File: src/source/lsq_defs.svh
`ifndef LSQ_DEFS_SVH
`define LSQ_DEFS_SVH

// width of a load address in bits.
`define LSQ_ADDR_W 32

// width of the data returned by a load.
`define LSQ_DATA_W 32

// default number of queue slots.
// must stay a power of two, since slot tags are taken straight from the counters.
`define LSQ_DEPTH 8

`endif

File: src/source/lsq_pkg.sv
`include "lsq_defs.svh"

package lsq_pkg;

    typedef logic [`LSQ_ADDR_W-1:0] lsq_addr_t;
    typedef logic [`LSQ_DATA_W-1:0] lsq_data_t;

    // slot index, and a counter with one extra wrap bit above it.
    typedef logic [$clog2(`LSQ_DEPTH)-1:0] lsq_tag_t;
    typedef logic [$clog2(`LSQ_DEPTH):0] lsq_ctr_t;

    // busy marks an allocated slot, done marks that memory has returned its data.
    typedef struct packed {
        logic      busy;
        logic      done;
        lsq_addr_t addr;
        lsq_data_t data;
    } lsq_entry_t;

    typedef enum logic {
        idle,
        emit
    } retire_state_t;

endpackage

File: src/source/lsq_queue.sv
`timescale 1ns/10ps
`include "lsq_defs.svh"

module lsq_queue
    import lsq_pkg::*;
#(
    parameter int unsigned depth = `LSQ_DEPTH
) (
    input  logic                   clk,
    input  logic                   init,
    input  logic                   flush,
    input  logic                   enq_valid,
    input  lsq_entry_t             enq_data,
    output logic                   enq_ready,
    output lsq_tag_t               enq_tag,
    input  logic                   deq_valid,
    output lsq_entry_t             deq_data,
    input  logic [depth-1:0]       wr_en,
    input  lsq_entry_t [depth-1:0] wr_data,
    output lsq_entry_t [depth-1:0] entries
);
    localparam int unsigned ptr_w = $clog2(depth);

    lsq_entry_t [depth-1:0] slots;
    lsq_ctr_t               enq_ctr;
    lsq_ctr_t               deq_ctr;
    logic [ptr_w-1:0]       enq_ptr;
    logic [ptr_w-1:0]       deq_ptr;
    logic                   full;
    logic                   empty;
    logic                   enq_fire;
    logic                   deq_fire;

    // the counters run over twice the depth, so a shallower queue still wraps correctly.
    function automatic lsq_ctr_t ctr_next(input lsq_ctr_t ctr);
        if (ctr == lsq_ctr_t'(2 * depth - 1)) begin
            return '0;
        end
        return ctr + 1'b1;
    endfunction

    assign enq_ptr = enq_ctr[ptr_w-1:0];
    assign deq_ptr = deq_ctr[ptr_w-1:0];

    // equal pointers mean full when the wrap bits differ and empty when they agree.
    assign empty = (enq_ctr[ptr_w] == deq_ctr[ptr_w]) && (enq_ptr == deq_ptr);
    assign full  = (enq_ctr[ptr_w] != deq_ctr[ptr_w]) && (enq_ptr == deq_ptr);

    assign enq_ready = !full;
    assign enq_fire  = enq_valid && !full;
    assign deq_fire  = deq_valid && !empty;
    assign enq_tag   = lsq_tag_t'(enq_ptr);
    assign deq_data  = slots[deq_ptr];
    assign entries   = slots;

    always_ff @(posedge clk or posedge init) begin
        if (init) begin
            slots   <= '0;
            enq_ctr <= '0;
            deq_ctr <= '0;
        end else if (flush) begin
            slots   <= '0;
            enq_ctr <= '0;
            deq_ctr <= '0;
        end else begin
            if (deq_fire) begin
                slots[deq_ptr] <= '0;
            end
            if (enq_fire) begin
                slots[enq_ptr] <= enq_data;
            end
            // writes only reach busy slots, so they never collide with the enqueue slot.
            for (int i = 0; i < depth; i++) begin
                if (wr_en[i]) begin
                    slots[i] <= wr_data[i];
                end
            end
            if (enq_fire) begin
                enq_ctr <= ctr_next(enq_ctr);
            end
            if (deq_fire) begin
                deq_ctr <= ctr_next(deq_ctr);
            end
        end
    end

endmodule

File: src/source/lsq_dispatch.sv
`timescale 1ns/10ps

module lsq_dispatch
    import lsq_pkg::*;
(
    input  logic       clk,
    input  logic       init,
    input  logic       flush,
    input  logic       ld_valid,
    input  lsq_addr_t  ld_addr,
    output logic       ld_ready,
    input  logic       enq_ready,
    input  lsq_tag_t   enq_tag,
    output logic       enq_valid,
    output lsq_entry_t enq_data,
    output logic       mem_req,
    output lsq_addr_t  mem_addr,
    output lsq_tag_t   mem_tag
);
    // a load is taken whenever the queue has a free slot.
    assign ld_ready  = enq_ready;
    assign enq_valid = ld_valid && enq_ready;

    always_comb begin
        enq_data      = '0;
        enq_data.busy = 1'b1;
        enq_data.addr = ld_addr;
    end

    always_ff @(posedge clk or posedge init) begin
        if (init) begin
            mem_req <= 1'b0;
        end else if (flush) begin
            mem_req <= 1'b0;
        end else begin
            mem_req <= enq_valid;
        end
    end

    // the issue carries the slot tag so completions can find their way back.
    always_ff @(posedge clk) begin
        if (enq_valid) begin
            mem_addr <= ld_addr;
            mem_tag  <= enq_tag;
        end
    end

endmodule

File: src/source/lsq_writeback.sv
`timescale 1ns/10ps
`include "lsq_defs.svh"

module lsq_writeback
    import lsq_pkg::*;
(
    input  logic                        cmp_valid,
    input  lsq_tag_t                    cmp_tag,
    input  lsq_data_t                   cmp_data,
    input  lsq_entry_t [`LSQ_DEPTH-1:0] entries,
    output logic [`LSQ_DEPTH-1:0]       wr_en,
    output lsq_entry_t [`LSQ_DEPTH-1:0] wr_data
);
    logic [`LSQ_DEPTH-1:0] tag_hit;
    logic [`LSQ_DEPTH-1:0] slot_open;

    always_comb begin
        for (int i = 0; i < `LSQ_DEPTH; i++) begin
            tag_hit[i] = cmp_valid && (cmp_tag == lsq_tag_t'(i));
        end
    end

    // a slot takes data once, and only while it holds a load in flight.
    always_comb begin
        for (int i = 0; i < `LSQ_DEPTH; i++) begin
            slot_open[i] = entries[i].busy && !entries[i].done;
        end
    end

    assign wr_en = tag_hit & slot_open;

    always_comb begin
        for (int i = 0; i < `LSQ_DEPTH; i++) begin
            wr_data[i]      = entries[i];
            wr_data[i].done = 1'b1;
            wr_data[i].data = cmp_data;
        end
    end

endmodule

File: src/source/lsq_retire.sv
`timescale 1ns/10ps

module lsq_retire
    import lsq_pkg::*;
(
    input  logic       clk,
    input  logic       init,
    input  logic       flush,
    input  lsq_entry_t head,
    output logic       deq_valid,
    output logic       out_valid,
    output lsq_addr_t  out_addr,
    output lsq_data_t  out_data
);
    retire_state_t state;
    retire_state_t state_next;

    // the head leaves as soon as its data is back.
    assign deq_valid = head.busy && head.done;
    assign out_valid = (state == emit);

    always_comb begin
        unique case (state)
            idle:    state_next = deq_valid ? emit : idle;
            emit:    state_next = deq_valid ? emit : idle;
            default: state_next = idle;
        endcase
    end

    always_ff @(posedge clk or posedge init) begin
        if (init) begin
            state <= idle;
        end else if (flush) begin
            state <= idle;
        end else begin
            state <= state_next;
        end
    end

    always_ff @(posedge clk) begin
        if (deq_valid) begin
            out_addr <= head.addr;
            out_data <= head.data;
        end
    end

endmodule

File: src/source/lsq_top.sv
`timescale 1ns/10ps
`include "lsq_defs.svh"

module lsq_top
    import lsq_pkg::*;
(
    input  logic      clk,
    input  logic      init,
    input  logic      flush,
    input  logic      ld_valid,
    input  lsq_addr_t ld_addr,
    output logic      ld_ready,
    output logic      mem_req,
    output lsq_addr_t mem_addr,
    output lsq_tag_t  mem_tag,
    input  logic      cmp_valid,
    input  lsq_tag_t  cmp_tag,
    input  lsq_data_t cmp_data,
    output logic      out_valid,
    output lsq_addr_t out_addr,
    output lsq_data_t out_data
);
    logic                        enq_valid;
    logic                        enq_ready;
    lsq_entry_t                  enq_data;
    lsq_tag_t                    enq_tag;
    logic                        deq_valid;
    lsq_entry_t                  head;
    logic [`LSQ_DEPTH-1:0]       wr_en;
    lsq_entry_t [`LSQ_DEPTH-1:0] wr_data;
    lsq_entry_t [`LSQ_DEPTH-1:0] entries;

    lsq_dispatch i_dispatch (
        .clk       (clk),
        .init      (init),
        .flush     (flush),
        .ld_valid  (ld_valid),
        .ld_addr   (ld_addr),
        .ld_ready  (ld_ready),
        .enq_ready (enq_ready),
        .enq_tag   (enq_tag),
        .enq_valid (enq_valid),
        .enq_data  (enq_data),
        .mem_req   (mem_req),
        .mem_addr  (mem_addr),
        .mem_tag   (mem_tag)
    );

    lsq_queue #(
        .depth (`LSQ_DEPTH)
    ) i_queue (
        .clk       (clk),
        .init      (init),
        .flush     (flush),
        .enq_valid (enq_valid),
        .enq_data  (enq_data),
        .enq_ready (enq_ready),
        .enq_tag   (enq_tag),
        .deq_valid (deq_valid),
        .deq_data  (head),
        .wr_en     (wr_en),
        .wr_data   (wr_data),
        .entries   (entries)
    );

    lsq_writeback i_writeback (
        .cmp_valid (cmp_valid),
        .cmp_tag   (cmp_tag),
        .cmp_data  (cmp_data),
        .entries   (entries),
        .wr_en     (wr_en),
        .wr_data   (wr_data)
    );

    lsq_retire i_retire (
        .clk       (clk),
        .init      (init),
        .flush     (flush),
        .head      (head),
        .deq_valid (deq_valid),
        .out_valid (out_valid),
        .out_addr  (out_addr),
        .out_data  (out_data)
    );

endmodule

File: config.mk
export PLATFORM = sky130hd
export DESIGN_NAME = lsq_top
export DESIGN_NICKNAME = d
export VERILOG_FILES = /design/src/source/lsq_pkg.sv /design/src/source/lsq_queue.sv /design/src/source/lsq_dispatch.sv /design/src/source/lsq_writeback.sv /design/src/source/lsq_retire.sv /design/src/source/lsq_top.sv
export VERILOG_INCLUDE_DIRS = /design/src /design/src/source
export SDC_FILE = /design/constraint.sdc
export NUM_CORES = 1
export LEC_CHECK = 0
export BUFFER_PORTS_ARGS = -buffer_cell sky130_fd_sc_hd__buf_4
export CORE_MARGIN = 2
export CORE_UTILIZATION = 30
export CTS_BUF_LIST = sky130_fd_sc_hd__clkbuf_4
export DETAILED_ROUTE_END_ITERATION = 16
export PLACE_DENSITY_LB_ADDON = 0.1
export SLEW_MARGIN = 20
export SYNTH_ARGS = -nofsm -noshare
export SYNTH_HDL_FRONTEND = slang
export SYNTH_SLANG_ARGS = --single-unit
File: constraint.sdc
create_clock -name clk -period 24.9 [get_ports clk]
set_clock_uncertainty 0.1 [all_clocks]
set_input_delay 3.735 -clock clk [delete_from_list [all_inputs] [get_ports clk]]
set_output_delay 3.735 -clock clk [all_outputs]
set_load 0.01 [all_outputs]
==> flow_summary.json <==
{
  "outcome": "finished clean",
  "mostFrequentLayoutCells": "dfrtp_1, a22o_1, a22oi_1, clkbuf_4, buf_4",
  "synth_cell_types": 65,
  "critPathMaxFanout": 17,
  "globalRouteOverflowTotal": 0,
  "cts_resized": 0,
  "syn_to_final_growth_pct": 16.7,
  "synthCells": 2428,
  "core_um2": 94900,
  "critPathKind": "reg -> out",
  "rows": 113,
  "drt_wl_total_um": 116000,
  "placed_cells": 3622,
  "critPathArrivalTime_ps": 2930,
  "wl_per_cell_um": 29.4,
  "peakVddDrop_uv": 39.4,
  "synth_seq_area_share": 0.572,
  "drt_iter0_markers": 2415,
  "die_y_um": 313,
  "synth_top_area_cell": "dfrtp_1",
  "place_hpwl_um": 59500,
  "vias_per_cell": 6.03,
  "clockRootBuffer": "clkbuf_4",
  "cts_tree": "done",
  "first_global_vias": 24425,
  "syn_nets": 2502,
  "syn_area_um2": 28700,
  "path_clk_slew_ps": 60,
  "final_max_slew_viol_count": 0,
  "end_kind": "output pin",
  "route.met2.wl_um": 52100,
  "cp.required_ps": 21060,
  "ys_seq_elements": 637,
  "fin_crit_sh": 0.272,
  "ys_warn_count": 0,
  "numCtsBuffers": 182,
  "setup_viol_count_final": 0,
  "postCtsSetupBuffers": 0,
  "antenna_found_initial": 5,
  "finalPower_mw": 2.30,
  "synth-edff-count": 99,
  "initial_core_util": 0.303,
  "clock_path_buffers": 3,
  "instances_no_fill": 3960,
  "hold_viol_final": 0,
  "cts.htree.levels": 4,
  "first_pass_iters": 6,
  "worstHoldPathType": "reg -> reg",
  "start_kind": "flop",
  "fin_crit_ps": 6770,
  "fin_setup_tns_ps": 0,
  "gp_congestion": 0.789,
  "m1WireLength_um": 51800,
  "leakage_nw": 14.6,
  "powerDensity_nw_per_um2": 68.8,
  "clock_sinks": 637,
  "synth_area_leaders": "dfrtp_1, a22o_1, edfxtp_1",
  "drive_gt1_frac": 0.230,
  "slew_headroom": 0.248,
  "rsz0062_at_grt": "no",
  "highest_layer": "met5",
  "worst_pin_slew_ps": 1120,
  "final_util": 0.353,
  "final_common_cell": "dfrtp_1",
  "max_freq_mhz": 148,
  "avgSynthCellArea_um2": 11.8,
  "vias": 23864,
  "grt_pass1_wl_um": 172000,
  "synth_ff_type": "dfrtp_1",
  "grt_max_degree": 81,
  "die_area_um2": 98200,
  "track_usage": 0.236,
  "io_pins": 174,
  "yosys.area.top_type_share": 0.469,
  "route.detailed.drc": 0,
  "fin_nets": 2615,
  "met3_length_um": 9820,
  "die_w_um": 313,
  "io_buffers": 173,
  "ctsHoldBuffers": 0,
  "ant_nets": 0,
  "clk_latency_ps": 1120,
  "async_flop_share": 0.845,
  "cap_viol_max_count": 0
}
[critical path: stages, from the launching register on]
cell	delay (ps)
dfrtp_1	720
xnor2_1	490
nand4_1	330
buf_4	260
[power by group]
| group | switching (mW) | total, mW | internal [mW] |
|---|---|---|---|
| clock | 0.490 | 1.05 | 0.559 |
| combinational | 0.109 | 0.157 | 0.0486 |
| sequential | 0.0178 | 1.10 | 1.08 |
| total | 0.617 | 2.30 | 1.69 |
[cell type report]
type | count | area (um^2)
well taps | 1265 | 1580
inverters | 33 | 134
clock buffers | 276 | 2070
clock inverters | 58 | 390
fillers | 9351 | 61400
diodes | 4 | 10.0
flip-flops and latches | 637 | 16400
repair buffers | 243 | 1830
multi-input cells | 1444 | 11100
[cells in the mapped netlist (7+ instances only)]
cell       instances
nor2_1            20
mux2i_1            7
inv_1             33
buf_1             60
a31o_2            24
o211ai_1          33
and2_1            12
o2111a_1          25
edfxtp_1          99
nor3b_1           32
nand3_1           43
dfrtp_1          538
or3_1             26
a311oi_1          28
a22o_1           427
nand4_1           66
a21oi_1           15
nand2_1          119
a22oi_1          321
nor4bb_1          25
a32o_1            32
o2111ai_1          7
nor2b_1           19
buf_4             18
o21ai_0           76
buf_2             32
clkbuf_1         198
and3_1            10
[routing by layer]
layer,global-route usage,vias to the layer above
met4,0.0726,4
li1,-,9924
met1,0.336,12525
met3,0.0546,205
met2,0.356,1206
met5,0,-
[logic make-up after synthesis]
| family | Yosys count | share of synthesized area |
|---|---|---|
| buf+inv | 347 | 0.0507 |
| simple gates | 391 | 0.0767 |
| fa+ha+maj | 2 | 0.000871 |
| flops | 637 | 0.572 |
| mux | 14 | 0.00597 |
| xor+xnor | 9 | 0.00275 |
| compound gates | 1028 | 0.291 |
[registers in the layout, summed over array words and instances (netlist names)]
name	flops
i_queue.entries	528
i_dispatch.mem_addr	32
i_retire.out_addr	32
i_retire.out_data	32
i_queue.deq_ctr	4
i_queue.enq_ctr	4
i_dispatch.mem_tag	3
i_dispatch.mem_req	1
i_retire.out_valid	1
[metrics by stage]
stage / area, um^2 / setup WS, ps / hold WS, ps
final: 33500 / 18130 / 395
after global placement: 31000 / 17540 / 382
after detailed placement: 31000 / 17550 / 382
after CTS: 33500 / 18110 / 402
after floorplan: 28700 / 6030 / 349
after global routing: 33500 / 18010 / 408
[path summary, 6_finish.rpt]
check	from	slack, ps	end	cells past startpoint
setup / recovery	i_queue.enq_ctr[0]	18130	ld_ready	3
hold / removal	i_queue.entries[283]	390	i_queue.entries[283]	1
setup reg to reg	i_queue.enq_ctr[0]	20300	i_queue.entries[28]	6
hold reg to reg	i_queue.entries[283]	390	i_queue.entries[283]	1
max in group asynchronous	init	19170	i_queue.entries[442]	5
min in group asynchronous	init	2620	i_queue.entries[237]	2
No activity file was read; power rests on OpenSTA's default activity.
